[config.mk]
export PLATFORM = sky130hd
export DESIGN_NAME = dual_issue_top
export DESIGN_NICKNAME = d
export VERILOG_FILES = /design/src/hw/dual_issue_pkg.sv /design/src/hw/reg_file.sv /design/src/hw/operand_forward.sv /design/src/hw/issue_lane.sv /design/src/hw/dual_issue_top.sv
export VERILOG_INCLUDE_DIRS = /design/src /design/src/include
export SDC_FILE = /design/constraint.sdc
export NUM_CORES = 2
export LEC_CHECK = 0
export BUFFER_PORTS_ARGS = -buffer_cell sky130_fd_sc_hd__buf_4
export CORE_AREA = 2 2 473 475
export DETAILED_ROUTE_END_ITERATION = 10
export DIE_AREA = 0 0 475 477
export PLACE_DENSITY = 0.57
export SLEW_MARGIN = 5
export SYNTH_ARGS = -nofsm -noshare
export SYNTH_HDL_FRONTEND = slang
export SYNTH_SLANG_ARGS = --single-unit
[constraint.sdc]
create_clock -name clk -period 6.1 [get_ports clk]
set_input_delay 0.61 -clock clk [delete_from_list [all_inputs] [get_ports clk]]
set_output_delay 0.61 -clock clk [all_outputs]
set_load 0.01 [all_outputs]
[src/include/dual_issue_cfg.svh]
`ifndef DUAL_ISSUE_CFG_SVH
`define DUAL_ISSUE_CFG_SVH

// Datapath width of the integer register file and both ALUs.
`define DI_XLEN 32

// Architectural register count.
`define DI_REG_COUNT 32

// Register specifier width, log2 of the register count.
`define DI_REG_AW 5

`endif

[src/hw/dual_issue_pkg.sv]
`include "dual_issue_cfg.svh"

package dual_issue_pkg;

	// ~~~~~~~~~~~~~~~~~~~~~~~~~~~~~~~~~~~~~~~~~~~~~~~~~~~~~~~~~~~~
	// ALU opcodes
	// ~~~~~~~~~~~~~~~~~~~~~~~~~~~~~~~~~~~~~~~~~~~~~~~~~~~~~~~~~~~~

	typedef enum logic [3:0] {
		op_add = 4'd0,
		op_sub = 4'd1,
		op_and = 4'd2,
		op_or  = 4'd3,
		op_xor = 4'd4,
		op_sll = 4'd5, // Shift amount is op2[4:0].
		op_srl = 4'd6,
		op_lui = 4'd7  // Result is op2 << 12.
	} alu_op_e;

	// ~~~~~~~~~~~~~~~~~~~~~~~~~~~~~~~~~~~~~~~~~~~~~~~~~~~~~~~~~~~~
	// Pipeline payloads
	// ~~~~~~~~~~~~~~~~~~~~~~~~~~~~~~~~~~~~~~~~~~~~~~~~~~~~~~~~~~~~

	// One decoded instruction, 60 bits wide.
	typedef struct packed {
		logic                  valid;
		alu_op_e               op;
		logic [`DI_REG_AW-1:0] rd;
		logic [`DI_REG_AW-1:0] rs1;
		logic [`DI_REG_AW-1:0] rs2;
		logic                  use_imm; // Operand 2 comes from imm.
		logic [`DI_XLEN-1:0]   imm;
		logic [6:0]            pad;
	} instr_t;

	// Combinational ALU result of the execute stage.
	typedef struct packed {
		logic                  valid; // Never set for rd 0.
		logic [`DI_REG_AW-1:0] rd;
		logic [`DI_XLEN-1:0]   data;
	} ex_result_t;

	// Writeback register, drives one register-file write port.
	typedef struct packed {
		logic                  wen;
		logic [`DI_REG_AW-1:0] rd;
		logic [`DI_XLEN-1:0]   data;
	} wb_t;

endpackage

[src/hw/reg_file.sv]
`timescale 1ns/1ps
`include "dual_issue_cfg.svh"

module reg_file (
	input  logic                  clk,
	input  logic                  rst,

	input  logic [`DI_REG_AW-1:0] raddr1_a,
	input  logic [`DI_REG_AW-1:0] raddr2_a,
	input  logic [`DI_REG_AW-1:0] raddr1_b,
	input  logic [`DI_REG_AW-1:0] raddr2_b,

	output logic [`DI_XLEN-1:0]   rdata1_a,
	output logic [`DI_XLEN-1:0]   rdata2_a,
	output logic [`DI_XLEN-1:0]   rdata1_b,
	output logic [`DI_XLEN-1:0]   rdata2_b,

	input  dual_issue_pkg::wb_t   wb_a,
	input  dual_issue_pkg::wb_t   wb_b
);

	logic [`DI_XLEN-1:0] regs [`DI_REG_COUNT];

	// Same collision rule as the array write, so a reader never sees a
	// value that will not land.
	function automatic logic [`DI_XLEN-1:0] read_port(input logic [`DI_REG_AW-1:0] addr);
		logic [`DI_XLEN-1:0] val;
		if (wb_b.wen && wb_b.rd == addr) begin
			val = wb_b.data; // Slave lane has priority.
		end else if (wb_a.wen && wb_a.rd == addr) begin
			val = wb_a.data;
		end else begin
			val = regs[addr];
		end
		return val;
	endfunction

	// ~~~~~~~~~~~~~~~~~~~~~~~~~~~~~~~~~~~~~~~~~~~~~~~~~~~~~~~~~~~~
	// Read ports with writeback bypass
	// ~~~~~~~~~~~~~~~~~~~~~~~~~~~~~~~~~~~~~~~~~~~~~~~~~~~~~~~~~~~~

	always_comb begin
		rdata1_a = read_port(raddr1_a);
		rdata2_a = read_port(raddr2_a);
		rdata1_b = read_port(raddr1_b);
		rdata2_b = read_port(raddr2_b);
	end

	// ~~~~~~~~~~~~~~~~~~~~~~~~~~~~~~~~~~~~~~~~~~~~~~~~~~~~~~~~~~~~
	// Write ports
	// ~~~~~~~~~~~~~~~~~~~~~~~~~~~~~~~~~~~~~~~~~~~~~~~~~~~~~~~~~~~~

	logic wr_conflict;

	assign wr_conflict = wb_a.wen && wb_b.wen && (wb_a.rd == wb_b.rd);

	always_ff @(posedge clk) begin
		if (rst) begin
			for (int i = 0; i < `DI_REG_COUNT; i++) begin
				regs[i] <= '0;
			end
		end else begin
			if (wb_a.wen && !wr_conflict) begin
				regs[wb_a.rd] <= wb_a.data; // Dropped when the slave hits the same rd.
			end
			if (wb_b.wen) begin
				regs[wb_b.rd] <= wb_b.data;
			end
		end
	end

	// Entry 0 stays zero only because the lanes never write it.
	a_no_wr_zero_a: assert property (
		@(posedge clk) disable iff (rst)
		wb_a.wen |-> wb_a.rd != '0
	) else $error("lane a writeback enabled for register 0");

	a_no_wr_zero_b: assert property (
		@(posedge clk) disable iff (rst)
		wb_b.wen |-> wb_b.rd != '0
	) else $error("lane b writeback enabled for register 0");

endmodule

[src/hw/operand_forward.sv]
`timescale 1ns/1ps
`include "dual_issue_cfg.svh"

module operand_forward (
	input  dual_issue_pkg::instr_t     instr_a,
	input  dual_issue_pkg::instr_t     instr_b,

	input  dual_issue_pkg::ex_result_t ex_a,
	input  dual_issue_pkg::ex_result_t ex_b,

	input  logic [`DI_XLEN-1:0]        rf1_a,
	input  logic [`DI_XLEN-1:0]        rf2_a,
	input  logic [`DI_XLEN-1:0]        rf1_b,
	input  logic [`DI_XLEN-1:0]        rf2_b,

	output logic [`DI_XLEN-1:0]        op1_a,
	output logic [`DI_XLEN-1:0]        op2_a,
	output logic [`DI_XLEN-1:0]        op1_b,
	output logic [`DI_XLEN-1:0]        op2_b
);

	// Execute stage beats the register file; slave beats master.
	function automatic logic [`DI_XLEN-1:0] pick(
		input logic [`DI_REG_AW-1:0]       rs,
		input logic [`DI_XLEN-1:0]         rf_data,
		input dual_issue_pkg::ex_result_t  exa,
		input dual_issue_pkg::ex_result_t  exb
	);
		logic [`DI_XLEN-1:0] val;
		if (exb.valid && exb.rd == rs) begin
			val = exb.data;
		end else if (exa.valid && exa.rd == rs) begin
			val = exa.data;
		end else begin
			val = rf_data;
		end
		return val;
	endfunction

	logic [`DI_XLEN-1:0] src2_a;
	logic [`DI_XLEN-1:0] src2_b;

	always_comb begin
		op1_a  = pick(instr_a.rs1, rf1_a, ex_a, ex_b);
		src2_a = pick(instr_a.rs2, rf2_a, ex_a, ex_b);
		op1_b  = pick(instr_b.rs1, rf1_b, ex_a, ex_b);
		src2_b = pick(instr_b.rs2, rf2_b, ex_a, ex_b);

		op2_a = instr_a.use_imm ? instr_a.imm : src2_a;
		op2_b = instr_b.use_imm ? instr_b.imm : src2_b;
	end

	// The lanes own the rd 0 filter, so forwarding trusts ex valid as is.
	always_comb begin
		if (ex_a.valid) begin
			a_ex_a_rd: assert (ex_a.rd != '0)
				else $error("lane a execute result valid for register 0");
		end
		if (ex_b.valid) begin
			a_ex_b_rd: assert (ex_b.rd != '0)
				else $error("lane b execute result valid for register 0");
		end
	end

endmodule

[src/hw/issue_lane.sv]
`timescale 1ns/1ps
`include "dual_issue_cfg.svh"

module issue_lane (
	input  logic                       clk,
	input  logic                       rst,

	input  dual_issue_pkg::instr_t     instr,
	input  logic [`DI_XLEN-1:0]        op1,
	input  logic [`DI_XLEN-1:0]        op2,

	output dual_issue_pkg::ex_result_t ex,
	output dual_issue_pkg::wb_t        wb
);

	// ~~~~~~~~~~~~~~~~~~~~~~~~~~~~~~~~~~~~~~~~~~~~~~~~~~~~~~~~~~~~
	// Execute stage registers
	// ~~~~~~~~~~~~~~~~~~~~~~~~~~~~~~~~~~~~~~~~~~~~~~~~~~~~~~~~~~~~

	logic                    ex_valid;
	dual_issue_pkg::alu_op_e ex_op;
	logic [`DI_REG_AW-1:0]   ex_rd;
	logic [`DI_XLEN-1:0]     ex_op1;
	logic [`DI_XLEN-1:0]     ex_op2;

	logic [`DI_XLEN-1:0]     alu_result;

	always_ff @(posedge clk) begin
		if (rst) begin
			ex_valid <= 1'b0;
		end else begin
			ex_valid <= instr.valid;
		end
		ex_op  <= instr.op;
		ex_rd  <= instr.rd;
		ex_op1 <= op1; // Already forwarded and imm-selected.
		ex_op2 <= op2;
	end

	// ~~~~~~~~~~~~~~~~~~~~~~~~~~~~~~~~~~~~~~~~~~~~~~~~~~~~~~~~~~~~
	// ALU
	// ~~~~~~~~~~~~~~~~~~~~~~~~~~~~~~~~~~~~~~~~~~~~~~~~~~~~~~~~~~~~

	always_comb begin
		unique case (ex_op)
			dual_issue_pkg::op_add: alu_result = ex_op1 + ex_op2;
			dual_issue_pkg::op_sub: alu_result = ex_op1 - ex_op2;
			dual_issue_pkg::op_and: alu_result = ex_op1 & ex_op2;
			dual_issue_pkg::op_or:  alu_result = ex_op1 | ex_op2;
			dual_issue_pkg::op_xor: alu_result = ex_op1 ^ ex_op2;
			dual_issue_pkg::op_sll: alu_result = ex_op1 << ex_op2[4:0];
			dual_issue_pkg::op_srl: alu_result = ex_op1 >> ex_op2[4:0];
			dual_issue_pkg::op_lui: alu_result = ex_op2 << 12;
			default:                alu_result = '0;
		endcase
	end

	// Register 0 is filtered here, once, for both forwarding and writeback.
	assign ex.valid = ex_valid && (ex_rd != '0);
	assign ex.rd    = ex_rd;
	assign ex.data  = alu_result;

	// ~~~~~~~~~~~~~~~~~~~~~~~~~~~~~~~~~~~~~~~~~~~~~~~~~~~~~~~~~~~~
	// Writeback register
	// ~~~~~~~~~~~~~~~~~~~~~~~~~~~~~~~~~~~~~~~~~~~~~~~~~~~~~~~~~~~~

	always_ff @(posedge clk) begin
		if (rst) begin
			wb.wen <= 1'b0;
		end else begin
			wb.wen <= ex.valid;
		end
		wb.rd   <= ex.rd;
		wb.data <= alu_result;
	end

	// A valid instruction must carry one of the eight decoded opcodes.
	a_op_known: assert property (
		@(posedge clk) disable iff (rst)
		ex_valid |-> ex_op inside {
			dual_issue_pkg::op_add, dual_issue_pkg::op_sub,
			dual_issue_pkg::op_and, dual_issue_pkg::op_or,
			dual_issue_pkg::op_xor, dual_issue_pkg::op_sll,
			dual_issue_pkg::op_srl, dual_issue_pkg::op_lui
		}
	) else $error("execute stage holds an unknown opcode %0d", ex_op);

endmodule

[src/hw/dual_issue_top.sv]
`timescale 1ns/1ps
`include "dual_issue_cfg.svh"

module dual_issue_top (
	input  logic                   clk,
	input  logic                   rst,

	input  dual_issue_pkg::instr_t instr_a,
	input  dual_issue_pkg::instr_t instr_b,

	output dual_issue_pkg::wb_t    wb_a,
	output dual_issue_pkg::wb_t    wb_b
);

	logic [`DI_XLEN-1:0]        rf1_a;
	logic [`DI_XLEN-1:0]        rf2_a;
	logic [`DI_XLEN-1:0]        rf1_b;
	logic [`DI_XLEN-1:0]        rf2_b;

	logic [`DI_XLEN-1:0]        op1_a;
	logic [`DI_XLEN-1:0]        op2_a;
	logic [`DI_XLEN-1:0]        op1_b;
	logic [`DI_XLEN-1:0]        op2_b;

	dual_issue_pkg::ex_result_t ex_a;
	dual_issue_pkg::ex_result_t ex_b;

	// Lane a is the master and uses write port 1, lane b uses port 2.
	reg_file u_reg_file (
		.clk      (clk),
		.rst      (rst),
		.raddr1_a (instr_a.rs1),
		.raddr2_a (instr_a.rs2),
		.raddr1_b (instr_b.rs1),
		.raddr2_b (instr_b.rs2),
		.rdata1_a (rf1_a),
		.rdata2_a (rf2_a),
		.rdata1_b (rf1_b),
		.rdata2_b (rf2_b),
		.wb_a     (wb_a),
		.wb_b     (wb_b)
	);

	operand_forward u_operand_forward (
		.instr_a (instr_a),
		.instr_b (instr_b),
		.ex_a    (ex_a),
		.ex_b    (ex_b),
		.rf1_a   (rf1_a),
		.rf2_a   (rf2_a),
		.rf1_b   (rf1_b),
		.rf2_b   (rf2_b),
		.op1_a   (op1_a),
		.op2_a   (op2_a),
		.op1_b   (op1_b),
		.op2_b   (op2_b)
	);

	issue_lane lane_a (
		.clk   (clk),
		.rst   (rst),
		.instr (instr_a),
		.op1   (op1_a),
		.op2   (op2_a),
		.ex    (ex_a),
		.wb    (wb_a)
	);

	issue_lane lane_b (
		.clk   (clk),
		.rst   (rst),
		.instr (instr_b),
		.op1   (op1_b),
		.op2   (op2_b),
		.ex    (ex_b),
		.wb    (wb_b)
	);

endmodule

==> metrics.txt <==
# TYPE chip_impl_metric gauge
chip_impl_metric{name="grt_first_pass_wirelength",unit="mm"} 699
chip_impl_info{name="critical_path_class",value="reg -> reg"} 1
chip_impl_metric{name="chipHeight",unit="µm"} 477
chip_impl_metric{name="reg2reg_setup_slack",unit="ns"} 0.83
chip_impl_metric{name="timing_worst_slew_pin_value",unit="ns"} 1.45
chip_impl_metric{name="fin_hold_ws",unit="ns"} 0.0327
chip_impl_metric{name="dp_hpwl",unit="mm"} 317
chip_impl_metric{name="synth.ff_latch_count",unit=""} 1248
chip_impl_metric{name="fin_skew",unit="ns"} 0.0594
chip_impl_metric{name="avgRoutedWirePerCell",unit="µm"} 49.2
chip_impl_metric{name="numPortBuffers",unit=""} 183
chip_impl_metric{name="post-route-drc-count",unit=""} 0
chip_impl_metric{name="clkLatencyLatePin",unit="ns"} 0.89
chip_impl_metric{name="wl",unit="mm"} 523
chip_impl_metric{name="numCtsBuffers",unit=""} 152
chip_impl_info{name="violations",value="max-capacitance violations"} 1
chip_impl_metric{name="finish.net_count",unit=""} 7835
chip_impl_metric{name="critPathBufInv",unit=""} 0
chip_impl_metric{name="reg2regPathDepth",unit=""} 16
chip_impl_metric{name="core_area",unit="µm²"} 221000
chip_impl_metric{name="multiplexer_fraction_of_the_synthesized_cell_area",unit="%"} 33.7
chip_impl_metric{name="synthSimpleGateAreaFrac",unit="%"} 4.77
chip_impl_metric{name="grt.overflow.total",unit=""} 0
chip_impl_info{name="clock_tree_from_tritoncts",value="built"} 1
chip_impl_metric{name="post-route-min-period",unit="ns"} 5.27
chip_impl_metric{name="hold_violations",unit=""} 0
chip_impl_metric{name="fmax",unit="MHz"} 190
chip_impl_metric{name="route.detailed.vias_per_inst",unit=""} 8.17
chip_impl_info{name="cell_taking_the_most_area_after_synthesis",value="sky130_fd_sc_hd__edfxtp_1"} 1
chip_impl_metric{name="synth_top_cell_area_share",unit="%"} 31.0
chip_impl_metric{name="ant_nets",unit=""} 0
chip_impl_metric{name="yosysWarnings",unit=""} 0
chip_impl_metric{name="hold-path-cell-count",unit=""} 2
chip_impl_metric{name="worstPathMaxFanout",unit=""} 7
chip_impl_info{name="start_kind",value="flip-flop"} 1
chip_impl_metric{name="grt_pass1_vias",unit=""} 81270
chip_impl_metric{name="mappedNetlistNets",unit=""} 8147
chip_impl_metric{name="globalRouteTotalUtil",unit="%"} 45.2
chip_impl_info{name="rr_startpoint",value="lane_b.ex_op2[6]"} 1
chip_impl_metric{name="syn_avg_cell_area",unit="µm²"} 12.7
chip_impl_info{name="setup.worst_path.end_class",value="flip-flop"} 1
chip_impl_info{name="grt_setup_unrepaired",value="false"} 1
chip_impl_info{name="synth.cells.most_frequent",value="sky130_fd_sc_hd__mux4_2, sky130_fd_sc_hd__a22o_1, sky130_fd_sc_hd__edfxtp_1"} 1
chip_impl_metric{name="finalSetupTns",unit="ns"} 0
chip_impl_metric{name="postCtsResizedCells",unit=""} 0
chip_impl_metric{name="power_density",unit="nW/µm²"} 267
chip_impl_metric{name="cts.reportedPaths.clkPinSlew",unit="ns"} 0.06
chip_impl_metric{name="vias",unit=""} 86870
chip_impl_metric{name="clk_path_buf_depth",unit=""} 3
chip_impl_metric{name="synth-adder-area-share",unit="%"} 2.48
chip_impl_metric{name="report.final.setup_viol",unit=""} 0
chip_impl_metric{name="drt_first_iter_violations",unit=""} 16374
chip_impl_info{name="hold_path.startpoint",value="instr_b[38]"} 1
chip_impl_metric{name="max_stage_delay",unit="ns"} 0.81
chip_impl_metric{name="timing.max_cap.violations",unit=""} 1
chip_impl_metric{name="cts.repair_timing.setup_buffer_count",unit=""} 0
chip_impl_metric{name="io_pins",unit=""} 198
chip_impl_metric{name="timing.critical_path.required",unit="ns"} 6.85
chip_impl_metric{name="cts-hold-fix-buffers",unit=""} 25
chip_impl_info{name="worst_r2r_endpoint",value="lane_b.ex_op2[26]"} 1
chip_impl_metric{name="post_route_cells_drive_above_1_share",unit="%"} 30.8
chip_impl_metric{name="area_growth",unit="%"} 10.3
chip_impl_info{name="post-synth-top-count-cell",value="sky130_fd_sc_hd__mux4_2"} 1
chip_impl_info{name="ys_dominant_reg_cell",value="sky130_fd_sc_hd__edfxtp_1"} 1
chip_impl_metric{name="yosysUniqueCellTypes",unit=""} 88
chip_impl_info{name="largest_family_of_logic_cells_by_synthesized_area",value="multiplexers"} 1
chip_impl_info{name="crit_family",value="compound AO/OA/AOI/OAI gates"} 1
chip_impl_info{name="slowest_stage",value="sky130_fd_sc_hd__a21oi_1"} 1
chip_impl_metric{name="asyncSetResetFlopFracSynth",unit="%"} 0
chip_impl_metric{name="layout_worst_path_cycle_share",unit="%"} 86.5
chip_impl_info{name="worstPathCellList",value="nor4_1 -> nand2_1 -> nor2_1 -> nand4_1 -> o41ai_1 -> xnor2_1 -> ha_1 -> nand4_1 -> o31ai_1 -> a31o_2 -> a221o_1 -> a31oi_1 -> mux2i_1 -> a21oi_1 -> nor3b_1 -> a221o_1"} 1
chip_impl_metric{name="fp.dieArea",unit="µm²"} 227000
chip_impl_metric{name="cts-htree-levels",unit=""} 4
chip_impl_info{name="synth_top_cells_by_area",value="sky130_fd_sc_hd__edfxtp_1, sky130_fd_sc_hd__mux4_2, sky130_fd_sc_hd__a22o_1, sky130_fd_sc_hd__dfxtp_1, sky130_fd_sc_hd__clkbuf_1"} 1
chip_impl_metric{name="grt_max_degree",unit=""} 80
chip_impl_metric{name="maxSlewViolCount",unit=""} 0
chip_impl_metric{name="path_depth",unit=""} 16
chip_impl_metric{name="die_x",unit="µm"} 475
chip_impl_metric{name="synthesis.instances",unit=""} 7829
chip_impl_metric{name="worst_ir_drop_vdd",unit="µV"} 303
chip_impl_metric{name="cts_sinks",unit=""} 1248
chip_impl_metric{name="syn-cell-area",unit="µm²"} 99300
chip_impl_metric{name="compound_gate_fraction_of_synth_area",unit="%"} 17.2
chip_impl_metric{name="drt-pass1-iter-count",unit=""} 7
chip_impl_info{name="hp-class",value="in -> reg"} 1
chip_impl_metric{name="p_leak",unit="nW"} 38.8
chip_impl_metric{name="seq_area_frac_synth",unit="%"} 35.5
chip_impl_metric{name="initial_utilization",unit="%"} 44.9
chip_impl_info{name="run_status",value="finished, violations left"} 1
chip_impl_metric{name="xor_xnor_share_of_the_synthesized_area",unit="%"} 1.60
chip_impl_metric{name="row_count",unit=""} 173
chip_impl_info{name="holdPathEnd",value="lane_b.ex_op2[31]"} 1
chip_impl_metric{name="relSlewSlack",unit="%"} 0.843
chip_impl_metric{name="initial_antenna_violation_count",unit=""} 23
chip_impl_metric{name="place_congestion",unit=""} 1.02
chip_impl_metric{name="crit_arrival",unit="ns"} 6.03
chip_impl_info{name="cts.root.buffer_cell",value="sky130_fd_sc_hd__clkbuf_16"} 1
chip_impl_metric{name="post_synth_edffs",unit=""} 1024
state kept, by name, summed over array words and instances, names as in the netlist, 5 cells and up:
name	flops
lane_b.ex_op2	32
lane_b.ex_op1	32
lane_b.ex_rd	5
lane_a.ex_rd	5
lane_a.wb	38
lane_a.ex_op1	32
u_reg_file.regs	1024
lane_a.ex_op2	32
lane_b.wb	38
cells by family (layout without fill, tap and decap cells):
logic type / count (synthesis) / count (layout)
AOI/OAI and AO/OA: 2320 / 2320
xor gates and xnor gates: 182 / 182
adders and majority gates: 196 / 196
buffers and inverters: 1209 / 1022
DFF: 1248 / 1248
muxes: 1639 / 1639
other: 0 / 19
and+or+nand+nor: 1035 / 1035
cells in the final DEF, fill, tap and decap left out, types with 26 or more instances in the layout:
cell type	n
sky130_fd_sc_hd__xnor2_1	107
sky130_fd_sc_hd__mux4_2	1359
sky130_fd_sc_hd__a211oi_1	87
sky130_fd_sc_hd__nand3_1	54
sky130_fd_sc_hd__nor2_1	269
sky130_fd_sc_hd__ha_1	194
sky130_fd_sc_hd__mux2_2	46
sky130_fd_sc_hd__nor3_1	60
sky130_fd_sc_hd__nor2_4	64
sky130_fd_sc_hd__inv_1	167
sky130_fd_sc_hd__a221oi_1	52
sky130_fd_sc_hd__a221o_1	26
sky130_fd_sc_hd__or3_4	32
sky130_fd_sc_hd__o22ai_1	48
sky130_fd_sc_hd__mux2i_1	234
sky130_fd_sc_hd__buf_12	29
sky130_fd_sc_hd__edfxtp_1	1024
sky130_fd_sc_hd__clkbuf_16	154
sky130_fd_sc_hd__o21ai_0	384
sky130_fd_sc_hd__a22oi_1	51
sky130_fd_sc_hd__o211ai_1	59
sky130_fd_sc_hd__clkbuf_1	30
sky130_fd_sc_hd__a22o_1	1029
sky130_fd_sc_hd__clkinv_1	31
sky130_fd_sc_hd__nand2_1	354
sky130_fd_sc_hd__xor2_1	75
sky130_fd_sc_hd__a21o_1	28
sky130_fd_sc_hd__buf_4	505
sky130_fd_sc_hd__a21oi_1	350
sky130_fd_sc_hd__dfxtp_1	202
power by group:
group          internal (mW)  switching [mW]  leakage (nW)  total, mW
sequential              9.69            1.07          12.4       10.8
combinational           3.21            5.89          23.9       9.10
clock                   5.31            4.10          2.42       9.42
total                   18.2            11.1          38.8       29.3
area by class of cell:
cell class / count / area (µm²)
sequential: 1248 / 35300
timing repair buffer: 571 / 4790
inverter: 172 / 646
tap: 2975 / 3720
antenna: 19 / 47.5
clock buffer: 188 / 4020
clock inverter: 91 / 952
multi-input combinational: 5372 / 60100
fill: 19090 / 112000
layer usage:
metal	GRT usage, %	share of wire (%)
met1	54.1	33
met2	63.4	42
met3	20.4	16
met4	34.0	9.1
met5	2.24	0.18
worst max-delay path by stage:
stage | from | end | slack (ns)
finish | lane_b.ex_op2[6] | lane_b.ex_op2[26] | 0.83
global route | lane_b.ex_op2[6] | lane_a.ex_op2[31] | 0.53
CTS | lane_b.ex_op2[6] | lane_a.ex_op2[31] | 0.92
detailed placement | lane_b.ex_op2[6] | lane_a.ex_op2[31] | 0.93
global placement | lane_a.ex_op2[14] | lane_a.ex_op2[30] | 1.03
floorplan | lane_b.ex_op2[1] | lane_b.ex_op2[31] | 1.53
through the flow:
step                area, µm²  total power, mW  std cells  setup WS [ns]  utilization (%)
finish                 110000             29.3      10636          0.826             49.5
global route           110000             29.7      10621          0.531             49.5
CTS                    110000             28.7      10617          0.917             49.5
detailed placement     104000             19.5      10313          0.933             47.1
global placement       104000             19.4      10313           1.03             47.1
floorplan               99300             15.7       7829           1.53                -
Note: power is estimated with default switching activity, not from simulation.
